===== src/link_pkg.sv =====
// Shared widths, frame buffer address constants and packed link structs
package link_pkg;

  // ====================
  // Widths with a meaning
  // ====================

  // One UART data byte
  typedef logic [7:0] byte_t;

  // Frame buffer word address
  typedef logic [22:0] addr_t;

  // Stored image index as sent over the UART
  typedef logic [7:0] img_idx_t;

  // ====================
  // Link beats
  // ====================

  // Received byte, also used for the store output
  typedef struct packed {
    logic  valid;
    byte_t data;
  } rx_beat_t;

  // Transmit request, start is a one-cycle strobe
  typedef struct packed {
    logic  start;
    byte_t data;
  } tx_req_t;

  // Thumbnail send sequencer states
  typedef enum logic [1:0] {IDLE, FETCH, LOAD, SEND} send_state_t;

  // ====================
  // Frame buffer layout
  // ====================

  // Words in one 640x480 frame
  localparam addr_t FRAME_WORDS = 23'd307200;
  localparam addr_t IMAGE_BASE  = 23'h050000;
  localparam addr_t LIVE_BASE   = 23'h000000;

endpackage


===== src/baud_timer.sv =====
// Bit-period timer with a separate length for the first interval
module baud_timer #(
  parameter int CLKS_PER_BIT = 434,
  parameter int FIRST_CLKS   = 434
) (
  input  logic CLOCK_50,
  input  logic DLY_RST_0,
  input  logic run,
  output logic tick
);

  localparam int MAX_CLKS = (CLKS_PER_BIT > FIRST_CLKS) ? CLKS_PER_BIT : FIRST_CLKS;
  localparam int CNT_W    = (MAX_CLKS > 1) ? $clog2(MAX_CLKS) : 1;

  logic [CNT_W-1:0] count;
  logic [CNT_W-1:0] last;
  logic             first;

  // Terminal count depends on whether this is the first interval
  assign last = first ? CNT_W'(FIRST_CLKS - 1) : CNT_W'(CLKS_PER_BIT - 1);
  assign tick = (count == last);

  always_ff @(posedge CLOCK_50 or negedge DLY_RST_0) begin
    if (!DLY_RST_0) begin
      count <= '0;
      first <= 1'b1;
    end else if (!run) begin
      count <= '0;
      first <= 1'b1;
    end else if (tick) begin
      count <= '0;
      first <= 1'b0;
    end else begin
      count <= count + 1'b1;
    end
  end

  // Ticks only while the owner keeps the timer running
  a_no_idle_tick: assert property (
    @(posedge CLOCK_50) disable iff (!DLY_RST_0)
    !run |-> !tick
  );

endmodule


===== src/uart_rx.sv =====
// UART 8N1 receiver with input synchronizer, start-bit check and stop-bit check
module uart_rx #(
  parameter int CLKS_PER_BIT = 434
) (
  input  logic               CLOCK_50,
  input  logic               DLY_RST_0,
  input  logic               rx,
  output link_pkg::rx_beat_t rx_beat
);
  import link_pkg::*;

  logic       rx_meta;
  logic       rx_sync;
  logic       rx_prev;
  logic       start_edge;
  logic       active;
  logic       tick;
  logic [3:0] bit_idx;
  byte_t      shift_q;

  // ====================
  // Line synchronizer
  // ====================

  // Line idles high, so the stages reset high
  always_ff @(posedge CLOCK_50 or negedge DLY_RST_0) begin
    if (!DLY_RST_0) begin
      rx_meta <= 1'b1;
      rx_sync <= 1'b1;
      rx_prev <= 1'b1;
    end else begin
      rx_meta <= rx;
      rx_sync <= rx_meta;
      rx_prev <= rx_sync;
    end
  end

  assign start_edge = rx_prev && !rx_sync;

  // First tick lands in the middle of the start bit
  baud_timer #(
    .CLKS_PER_BIT (CLKS_PER_BIT),
    .FIRST_CLKS   (CLKS_PER_BIT / 2)
  ) u_timer (
    .CLOCK_50  (CLOCK_50),
    .DLY_RST_0 (DLY_RST_0),
    .run       (active),
    .tick      (tick)
  );

  // ====================
  // Frame control
  // ====================

  // Bit 0 is the start bit, 1 to 8 are data, 9 is the stop bit
  always_ff @(posedge CLOCK_50 or negedge DLY_RST_0) begin
    if (!DLY_RST_0) begin
      active  <= 1'b0;
      bit_idx <= '0;
    end else if (!active) begin
      bit_idx <= '0;
      if (start_edge) begin
        active <= 1'b1;
      end
    end else if (tick) begin
      bit_idx <= bit_idx + 4'd1;
      // Glitch on the line, not a real start bit
      if (bit_idx == 4'd0 && rx_sync) begin
        active <= 1'b0;
      end else if (bit_idx == 4'd9) begin
        active <= 1'b0;
      end
    end
  end

  // LSB arrives first
  always_ff @(posedge CLOCK_50) begin
    if (active && tick && bit_idx >= 4'd1 && bit_idx <= 4'd8) begin
      shift_q <= {rx_sync, shift_q[7:1]};
    end
  end

  // Framing error leaves valid low and the byte is lost
  assign rx_beat.valid = active && tick && (bit_idx == 4'd9) && rx_sync;
  assign rx_beat.data  = shift_q;

endmodule


===== src/uart_tx.sv =====
// UART 8N1 transmitter driven by a start strobe, with a done strobe per frame
module uart_tx #(
  parameter int CLKS_PER_BIT = 434
) (
  input  logic              CLOCK_50,
  input  logic              DLY_RST_0,
  input  link_pkg::tx_req_t tx_req,
  output logic              tx,
  output logic              tx_done
);

  logic       active;
  logic       tick;
  logic       tx_q;
  logic [3:0] bit_idx;
  logic [8:0] shift_q;

  // Full bit period from the first cycle the line is low
  baud_timer #(
    .CLKS_PER_BIT (CLKS_PER_BIT),
    .FIRST_CLKS   (CLKS_PER_BIT)
  ) u_timer (
    .CLOCK_50  (CLOCK_50),
    .DLY_RST_0 (DLY_RST_0),
    .run       (active),
    .tick      (tick)
  );

  // ====================
  // Frame control
  // ====================

  always_ff @(posedge CLOCK_50 or negedge DLY_RST_0) begin
    if (!DLY_RST_0) begin
      active  <= 1'b0;
      bit_idx <= '0;
      tx_q    <= 1'b1;
    end else if (!active) begin
      bit_idx <= '0;
      if (tx_req.start) begin
        active <= 1'b1;
        // Start bit goes out right away
        tx_q   <= 1'b0;
      end
    end else if (tick) begin
      if (bit_idx == 4'd9) begin
        active <= 1'b0;
        tx_q   <= 1'b1;
      end else begin
        bit_idx <= bit_idx + 4'd1;
        tx_q    <= shift_q[0];
      end
    end
  end

  // Data bits followed by the stop bit, shifted out LSB first
  always_ff @(posedge CLOCK_50) begin
    if (!active && tx_req.start) begin
      shift_q <= {1'b1, tx_req.data};
    end else if (active && tick) begin
      shift_q <= {1'b1, shift_q[8:1]};
    end
  end

  assign tx      = tx_q;
  assign tx_done = active && tick && (bit_idx == 4'd9);

  // Sequencer must wait for tx_done before the next start
  a_no_start_busy: assert property (
    @(posedge CLOCK_50) disable iff (!DLY_RST_0)
    tx_req.start |-> !active
  );

endmodule


===== src/image_select.sv =====
// Image index register, frame read base, store output and display restart detect
module image_select (
  input  logic               CLOCK_50,
  input  logic               DLY_RST_0,
  input  link_pkg::rx_beat_t rx_beat,
  input  logic               store_mode,
  input  logic               gray_mode,
  output link_pkg::addr_t    frame_base,
  output link_pkg::rx_beat_t store_beat,
  output logic               display_restart
);
  import link_pkg::*;

  img_idx_t img_q;
  addr_t    base_q;
  logic     store_valid_q;
  byte_t    store_data_q;
  img_idx_t img_prev;
  logic     gray_prev;
  logic     restart_q;

  // ====================
  // Byte routing
  // ====================

  // Store switch steals received bytes from the image index
  always_ff @(posedge CLOCK_50 or negedge DLY_RST_0) begin
    if (!DLY_RST_0) begin
      img_q         <= '0;
      store_valid_q <= 1'b0;
    end else begin
      store_valid_q <= rx_beat.valid && store_mode;
      if (rx_beat.valid && !store_mode) begin
        img_q <= rx_beat.data;
      end
    end
  end

  always_ff @(posedge CLOCK_50) begin
    store_data_q <= rx_beat.data;
  end

  assign store_beat = '{valid: store_valid_q, data: store_data_q};

  // Gray mode shows the live camera frame, else one stored frame per index
  always_ff @(posedge CLOCK_50 or negedge DLY_RST_0) begin
    if (!DLY_RST_0) begin
      base_q <= IMAGE_BASE;
    end else begin
      base_q <= gray_mode ? LIVE_BASE : IMAGE_BASE + FRAME_WORDS * addr_t'(img_q);
    end
  end

  assign frame_base = base_q;

  // ====================
  // Restart detect
  // ====================

  always_ff @(posedge CLOCK_50 or negedge DLY_RST_0) begin
    if (!DLY_RST_0) begin
      img_prev  <= '0;
      gray_prev <= 1'b0;
      restart_q <= 1'b0;
    end else begin
      img_prev  <= img_q;
      gray_prev <= gray_mode;
      restart_q <= (img_q != img_prev) || (gray_mode != gray_prev);
    end
  end

  assign display_restart = restart_q;

  // A stored byte never moves the displayed image
  a_store_no_index: assert property (
    @(posedge CLOCK_50) disable iff (!DLY_RST_0)
    store_beat.valid |-> $stable(img_q)
  );

endmodule


===== src/send_fsm.sv =====
// Thumbnail send sequencer with byte counter and transmit request register
module send_fsm #(
  parameter int THUMB_BYTES = 1024
) (
  input  logic              CLOCK_50,
  input  logic              DLY_RST_0,
  input  logic              send_req,
  input  logic              abort,
  input  link_pkg::byte_t   thumb_data,
  output logic              thumb_rd,
  output link_pkg::tx_req_t tx_req,
  input  logic              tx_done,
  output logic              busy
);
  import link_pkg::*;

  localparam int CNT_W = $clog2(THUMB_BYTES + 1);

  send_state_t      state;
  send_state_t      state_next;
  logic [CNT_W-1:0] byte_cnt;
  logic             last_byte;
  logic             issue;
  logic             tx_pending;
  logic             tx_start_q;
  byte_t            tx_data_q;

  assign last_byte = (byte_cnt == CNT_W'(THUMB_BYTES));
  assign issue     = (state == LOAD) && !abort;

  // ====================
  // Next state
  // ====================

  always_comb begin
    state_next = state;
    if (abort) begin
      state_next = IDLE;
    end else begin
      case (state)
        // An aborted frame still on the line blocks a new request
        IDLE: begin
          if (send_req && !tx_pending) begin
            state_next = FETCH;
          end
        end
        FETCH: state_next = LOAD;
        LOAD:  state_next = SEND;
        SEND: begin
          if (tx_done) begin
            state_next = last_byte ? IDLE : FETCH;
          end
        end
        default: state_next = IDLE;
      endcase
    end
  end

  always_ff @(posedge CLOCK_50 or negedge DLY_RST_0) begin
    if (!DLY_RST_0) begin
      state      <= IDLE;
      byte_cnt   <= '0;
      tx_start_q <= 1'b0;
      tx_pending <= 1'b0;
    end else begin
      state      <= state_next;
      tx_start_q <= issue;
      if (state == IDLE) begin
        byte_cnt <= '0;
      end else if (state == LOAD) begin
        byte_cnt <= byte_cnt + 1'b1;
      end
      if (issue) begin
        tx_pending <= 1'b1;
      end else if (tx_done) begin
        tx_pending <= 1'b0;
      end
    end
  end

  // Buffer byte is valid during LOAD, one cycle after the read strobe
  always_ff @(posedge CLOCK_50) begin
    if (state == LOAD) begin
      tx_data_q <= thumb_data;
    end
  end

  assign thumb_rd = (state == FETCH);
  assign tx_req   = '{start: tx_start_q, data: tx_data_q};
  assign busy     = (state != IDLE);

  // Each read is followed by at least a load and a full frame
  a_rd_single: assert property (
    @(posedge CLOCK_50) disable iff (!DLY_RST_0)
    thumb_rd |=> !thumb_rd
  );

endmodule


===== src/image_link.sv =====
// Top level of the serial image control path
module image_link #(
  parameter int CLKS_PER_BIT = 434,
  parameter int THUMB_BYTES  = 1024
) (
  input  logic               CLOCK_50,
  input  logic               DLY_RST_0,
  input  logic               rx,
  input  logic               store_mode,
  input  logic               gray_mode,
  input  logic               send_req,
  input  logic               abort,
  input  link_pkg::byte_t    thumb_data,
  output logic               tx,
  output link_pkg::addr_t    frame_base,
  output logic               display_restart,
  output link_pkg::rx_beat_t store_beat,
  output logic               thumb_rd,
  output logic               busy
);
  import link_pkg::*;

  rx_beat_t rx_beat;
  tx_req_t  tx_req;
  logic     tx_done;

  // ====================
  // Command path
  // ====================

  uart_rx #(
    .CLKS_PER_BIT (CLKS_PER_BIT)
  ) u_rx (
    .CLOCK_50  (CLOCK_50),
    .DLY_RST_0 (DLY_RST_0),
    .rx        (rx),
    .rx_beat   (rx_beat)
  );

  image_select u_select (
    .CLOCK_50        (CLOCK_50),
    .DLY_RST_0       (DLY_RST_0),
    .rx_beat         (rx_beat),
    .store_mode      (store_mode),
    .gray_mode       (gray_mode),
    .frame_base      (frame_base),
    .store_beat      (store_beat),
    .display_restart (display_restart)
  );

  // ====================
  // Thumbnail path
  // ====================

  send_fsm #(
    .THUMB_BYTES (THUMB_BYTES)
  ) u_send (
    .CLOCK_50   (CLOCK_50),
    .DLY_RST_0  (DLY_RST_0),
    .send_req   (send_req),
    .abort      (abort),
    .thumb_data (thumb_data),
    .thumb_rd   (thumb_rd),
    .tx_req     (tx_req),
    .tx_done    (tx_done),
    .busy       (busy)
  );

  uart_tx #(
    .CLKS_PER_BIT (CLKS_PER_BIT)
  ) u_tx (
    .CLOCK_50  (CLOCK_50),
    .DLY_RST_0 (DLY_RST_0),
    .tx_req    (tx_req),
    .tx        (tx),
    .tx_done   (tx_done)
  );

endmodule


===== config.mk =====
export PLATFORM = sky130hd
export DESIGN_NAME = image_link
export DESIGN_NICKNAME = d
export VERILOG_FILES = /design/src/link_pkg.sv /design/src/baud_timer.sv /design/src/uart_rx.sv /design/src/uart_tx.sv /design/src/image_select.sv /design/src/send_fsm.sv /design/src/image_link.sv
export SDC_FILE = /design/constraint.sdc
export NUM_CORES = 1
export LEC_CHECK = 0
export ABC_AREA = 1
export BUFFER_PORTS_ARGS = -buffer_cell sky130_fd_sc_hd__clkbuf_2
export CELL_PAD_IN_SITES_DETAIL_PLACEMENT = 1
export CELL_PAD_IN_SITES_GLOBAL_PLACEMENT = 2
export CORE_AREA = 2 2 118 143
export DETAILED_ROUTE_END_ITERATION = 8
export DIE_AREA = 0 0 120 145
export PLACE_DENSITY = 0.76
export SLEW_MARGIN = 0
export SYNTH_ARGS = -nofsm -noshare
export SYNTH_HDL_FRONTEND = slang
export SYNTH_HIERARCHICAL = 1
export SYNTH_SLANG_ARGS = --single-unit
export TNS_END_PERCENT = 50

===== constraint.sdc =====
create_clock -name CLOCK_50 -period 4.7 [get_ports CLOCK_50]
set_clock_uncertainty 0.15 [all_clocks]
set_input_delay 0.47 -clock CLOCK_50 [delete_from_list [all_inputs] [get_ports CLOCK_50]]
set_output_delay 0.47 -clock CLOCK_50 [all_outputs]
set_load 0.02 [all_outputs]

Word-level counts from Yosys, hierarchy flattened
Cells that the tools add are included.

storage, ports and cells
  register bits = 122
  output and inout bits = 36

operators by class
  add/sub/neg operators = 6
  $mul = 1
  magnitude comparators = 2
  equal/unequal tests = 15
  multiplexer cells = 37
  reductions and logical operators = 30

operators by type and width
  kind                                              count
  two-way mux 9 bit                                 5
  adder 19 x 23 -> 23 bit, first input constant     1
  two-way mux 23 bit                                1
  two-way mux 11 bit                                2
  two-way mux 4 bit                                 5
  adder 9 x 1 -> 9 bit, second input constant       2
  two-way mux 1 bit                                 18
  two-way mux 8 bit                                 2
  logical AND 1 bit                                 14
  adder 11 x 1 -> 11 bit, second input constant     1
  == test 11 bit, second input constant             1
  multiplier 7 x 8 -> 11 bit, first input constant  1
  nonzero test 2 bit                                5
  == test 9 bit                                     1
  == test 9 bit, second input constant              1
  adder 4 x 1 -> 4 bit, second input constant       2
  == test 4 bit, second input constant              2
  != test 8 bit                                     1
  one-hot mux 2 bit (4 select lines)                1
  two-way mux 2 bit                                 3
  != test 2 bit, second input constant              3
  AND reduction 2 bit                               3
  zero test 1 bit                                   5
  == test 2 bit, second input constant              2
  9 further kinds                                   9

Longest topological paths before layout
  word-level depth = 6
  mapped depth = 18
  gate-level depth less buffers = 18

By module
Netlist, hierarchy kept.

by module, submodules not included
  module                      instances  cells an instance  area each (um^2)  sequential area each (um^2)
  image_select                1          266                2351.0            913.4
  send_fsm                    1          125                1147.4            615.6
  uart_tx                     1          72                 661.9             391.6
  uart_rx                     1          57                 646.9             444.2
  baud_timer at u_rx.u_timer  1          75                 556.8             251.5
  baud_timer at u_tx.u_timer  1          61                 506.7             225.2

Least setup slack after synthesis
OpenSTA, ideal clock, no wires.

  path type = register to register
  start = register u_select.img_q[4]
  end = register u_select.base_q[22] (netlist: u_select/frame_base[22])
  setup time = 0.119 ns
  arrival time = 3.067 ns
  required time = 4.431 ns
  slack = 1.364 ns
  stages on the path, launching flop included = 18
  path buffers = 0
  path through = dfrtp_1 -> ha_1 -> ha_1 -> inv_1 -> fa_1 -> fa_1 -> inv_1 -> ha_1 -> nand2_1 -> inv_1 -> nand2_1 -> nand2_1 -> nand2_1 -> nand2_2 -> nor2_1 -> nand3_1 -> nand2_1 -> nor2_1

between the ends
  cells in the longest elaborated chain, start to end = 3

ends and longest elaborated chain
  what                        line                text
  start, declared             image_select.sv:14  img_idx_t img_q;
  start signal, assigned      image_select.sv:34  img_q <= rx_beat.data;
  multiplier 7 x 8 -> 11 bit  image_select.sv:50  base_q <= gray_mode ? LIVE_BASE : IMAGE_BASE + FRAME_WORDS * addr_t'(img_q);
  adder 19 x 23 -> 23 bit     image_select.sv:50
  two-way mux 23 bit          image_select.sv:50
  end signal, assigned        image_select.sv:50
  end, declared               image_select.sv:15  addr_t base_q;

No other way between the ends.
A chain may end at the register's enable or synchronous reset.

Final worst setup path
Same ends and word-level chain as after synthesis.

==> qor.txt <==
status -> complete, no violations
largest net degree at the start of global routing -> 45
CP max stage cell -> fa_1
setup bufs post-CTS -> 0
P&R area growth vs syn -> 11.6%
chip height -> 145 µm
Power Total -> 1.97 mW
Mapped Area -> 5870 µm²
register area -> 2840 µm²
R2R setup slack -> 1140 ps
delay of the slowest critical-path stage -> 510 ps
clk sink count -> 110
initial antenna violation count -> 0
CP bufs+invs -> 3
largest family of logic cells by synthesized area -> simple AND/OR/NAND/NOR gates
I/O Pins -> 51
Routed Antenna Nets -> 0
TritonCTS buffer count -> 9
fillcell total -> 1915
clock slew seen by the registers of the worst setup and hold paths -> 70 ps
DR vias -> 4214
Worst EP required -> 4800 ps
Core Area -> 16000 µm²
WL/cell -> 13.2 µm
post-synth cell types -> 44
unrepaired setup endpoints after global routing -> false
Vias/cell -> 4.60
Leak -> 3.26 nW
Async S/R FF share, synth -> 70.9%
complex-gate fraction of the synthesized area -> 4.22%
clock latency on the worst-skew pair -> 350 ps
Crit path max-delay family -> adder cells
via count of the first global-routing pass -> 4509
Nets -> 765
Final Cycle Share -> 75.7%
DRT Wirelength -> 12.1 mm
drt first pass iters -> 4
full die area -> 17400 µm²
Worst Setup Path Type -> reg -> reg
HP Class -> in -> reg
Synth Area in XOR/XNOR -> 1.64%
Worst Tran Pin Value -> 642 ps
GPL Wtd Cong -> 0.744
htree depth -> 3
floorplan row count -> 51
Setup TNS -> 0 ps
Cell Pwr Density -> 301 nW/µm²
Initial DRC Count -> 128
Synth Area per Inst -> 8.95 µm²
Initial Util -> 36.7%
port buffer count -> 38
Crit Path Max Fanout -> 8
critical path, cell by cell -> ha_1 > ha_1 > inv_1 > fa_1 > fa_1 > inv_1 > ha_1 > nand2_1 > inv_1 > nand2_1 > nand2_1 > nand2_1 > nand2_2 > nor2_1 > nand3_1 > nand2_1 > nor2_1
Synth Area in Simple Gates -> 24.3%
CTS Buffer Depth -> 2
CTS resizes -> 0
multiplexer area fraction after synthesis -> 0.959%
final routed DRC violation total -> 0
number of max-cap violations -> 0
Seq/Total Area, Yosys -> 48.4%
max-slew violation count -> 0
Critical Path Start Type -> register
CTS root buffer -> clkbuf_16
CTS tree -> yes
adder-cell share of the synthesized area -> 11.6%
footprint of the multi-input gates -> 2550 µm²
fmax -> 0.281 GHz
VDD IR max -> 0.178 mV
first-pass GRT wire length -> 21.4 mm
Detail Placement HPWL -> 9.32 mm
post-cts hold buffer count -> 1
cell repeated most along the worst path -> nand2_1
n_diodes -> 0
Main synth FF type -> dfrtp_1
total track usage -> 15.2%
Final Hold Viols -> 0
Tmin final -> 3560 ps
Final setup viols -> 0
Die Wd -> 120 µm
Arr. time, crit path -> 3650 ps
layout cells sized above 1 -> 15.2%
Post-synth EDFFs -> 24
#FFs+latches synth -> 110
Ys Warns -> 6
total grt overflow -> 0
Max-slew headroom -> 57.0%
Synth Instances -> 656
CP Capture Type -> register
## kinds of logic (layout without fill, tap and decap cells)
logic type               count (synthesis)  in the layout
AND/OR/NAND/NOR                        313            313
multiplexers                             5              5
other                                    1             12
XOR/XNOR                                11             11
adder cells (fa/ha/maj)                 50             50
flip-flops                             110            110
AO/OA/AOI/OAI                           44             44
buffers and inverters                  122            160
## Yosys cell counts, types with 3 or more instances
library cell | number | area, µm²
nand3b_1 | 6 | 45.0
buf_2 | 3 | 15.0
nor2_1 | 77 | 289
xor2_1 | 3 | 26.3
dfxtp_1 | 8 | 160
xnor2_1 | 8 | 70.1
a21oi_1 | 21 | 105
inv_2 | 4 | 15.0
inv_1 | 98 | 368
fa_1 | 7 | 140
nor3_2 | 3 | 30.0
nor2_2 | 9 | 56.3
nand4_1 | 5 | 31.3
o21ai_0 | 12 | 60.1
nand2_2 | 8 | 50.1
ha_1 | 43 | 538
edfxtp_1 | 24 | 721
nand2_1 | 149 | 559
buf_4 | 14 | 105
dfrtp_1 | 71 | 1780
nand2_4 | 4 | 45.0
nand3_1 | 36 | 180
mux2_2 | 5 | 56.3
nand3_2 | 4 | 40.0
dfstp_2 | 7 | 184
## layout by cell type, fill, tap and decap left out, types with 3 or more instances in the layout
master / Yosys / final
xnor2_1: 8 / 8
fa_1: 7 / 7
nand3_2: 4 / 4
clkbuf_2: 0 / 37
nor2_1: 77 / 77
mux2_2: 5 / 5
ha_1: 43 / 43
nor3_2: 3 / 3
nand2_4: 4 / 4
inv_1: 98 / 98
clkbuf_16: 0 / 9
nand4_1: 5 / 5
a21oi_1: 21 / 21
nor2_2: 9 / 9
xor2_1: 3 / 3
nand2_1: 149 / 149
edfxtp_1: 24 / 24
o21ai_0: 12 / 12
clkinv_4: 0 / 3
nand3_1: 36 / 36
conb_1: 1 / 12
dfstp_2: 7 / 7
nand2_2: 8 / 8
inv_2: 4 / 4
dfrtp_1: 71 / 71
nand3b_1: 6 / 6
dfxtp_1: 8 / 8
## metrics by stage
stage	worst slack, ps	std cells	area, µm²	utilization [%]	hold WS (ps)
after global routing	882	917	6550	40.9	25.2
after global placement	1200	900	6250	39.0	199
after floorplan	1360	667	5910	-	24.4
final	1140	917	6550	40.9	43.1
after detailed placement	1140	900	6250	39.0	201
after CTS	1110	917	6550	40.9	31.4
## power breakdown
part	internal, mW	switching (mW)
logic	0.0553	0.0992
registers	1.01	0.0470
clock network	0.383	0.373
## worst reg2reg max path, delay by kind of cell (launching register included)
family | cells | cell delay (ps)
adders and majority gates | 5 | 1940
buffers and inverters | 3 | 130
DFF | 1 | 480
and+or+nand+nor | 9 | 740
## routing by layer
| layer | GRT usage, % | up-vias | share of wire [%] |
|---|---|---|---|
| met5 | 0 | - | 0 |
| met2 | 26.4 | 39 | 51 |
| li1 | - | 2120 | - |
| met1 | 18.8 | 2038 | 45 |
| met3 | 2.63 | 17 | 2.3 |
| met4 | 5.41 | 0 | 1.9 |
## final timing paths
kind / start / end / cells after the start
worst min register to register: u_rx/rx_meta$_DFF_PN1_ / u_rx/rx_sync$_DFF_PN1_ / 0
min in group asynchronous: DLY_RST_0 / u_tx/u_timer/count[1]$_DFF_PN0_ / 2
worst max register to register: u_select/img_q[4]$_DFFE_PN0P_ / u_select/frame_base[22]$_DFF_PN0_ / 17
max in group asynchronous: DLY_RST_0 / u_send/byte_cnt[5]$_DFFE_PN0P_ / 3
worst min-delay path: rx / u_rx/rx_meta$_DFF_PN1_ / 1
worst max-delay path: u_select/img_q[4]$_DFFE_PN0P_ / u_select/frame_base[22]$_DFF_PN0_ / 17
## final cells by class
| type | instances | share of cell area (%) |
|---|---|---|
| flip-flops and latches | 110 | 43.4 |
| multi-input cells | 435 | 38.9 |
| inverters | 104 | 5.96 |
| well taps | 212 | 4.05 |
| clock buffers | 10 | 3.65 |
| repair buffers | 40 | 3.21 |
| clock inverters | 6 | 0.822 |
## registers in the layout, summed over array words and instances (netlist names), 2 cells and up
name	cells
u_tx/bit_idx	4
u_send/state	2
u_tx/u_timer/count	9
u_select/img_prev	8
u_rx/shift_q	8
u_select/store_data_q	8
u_select/img_q	8
u_tx/shift_q	8
u_send/byte_cnt	11
u_rx/u_timer/count	9
u_rx/bit_idx	4
u_select/frame_base	11
u_send/tx_data_q	8
No activity file was read; power rests on OpenSTA's default activity.
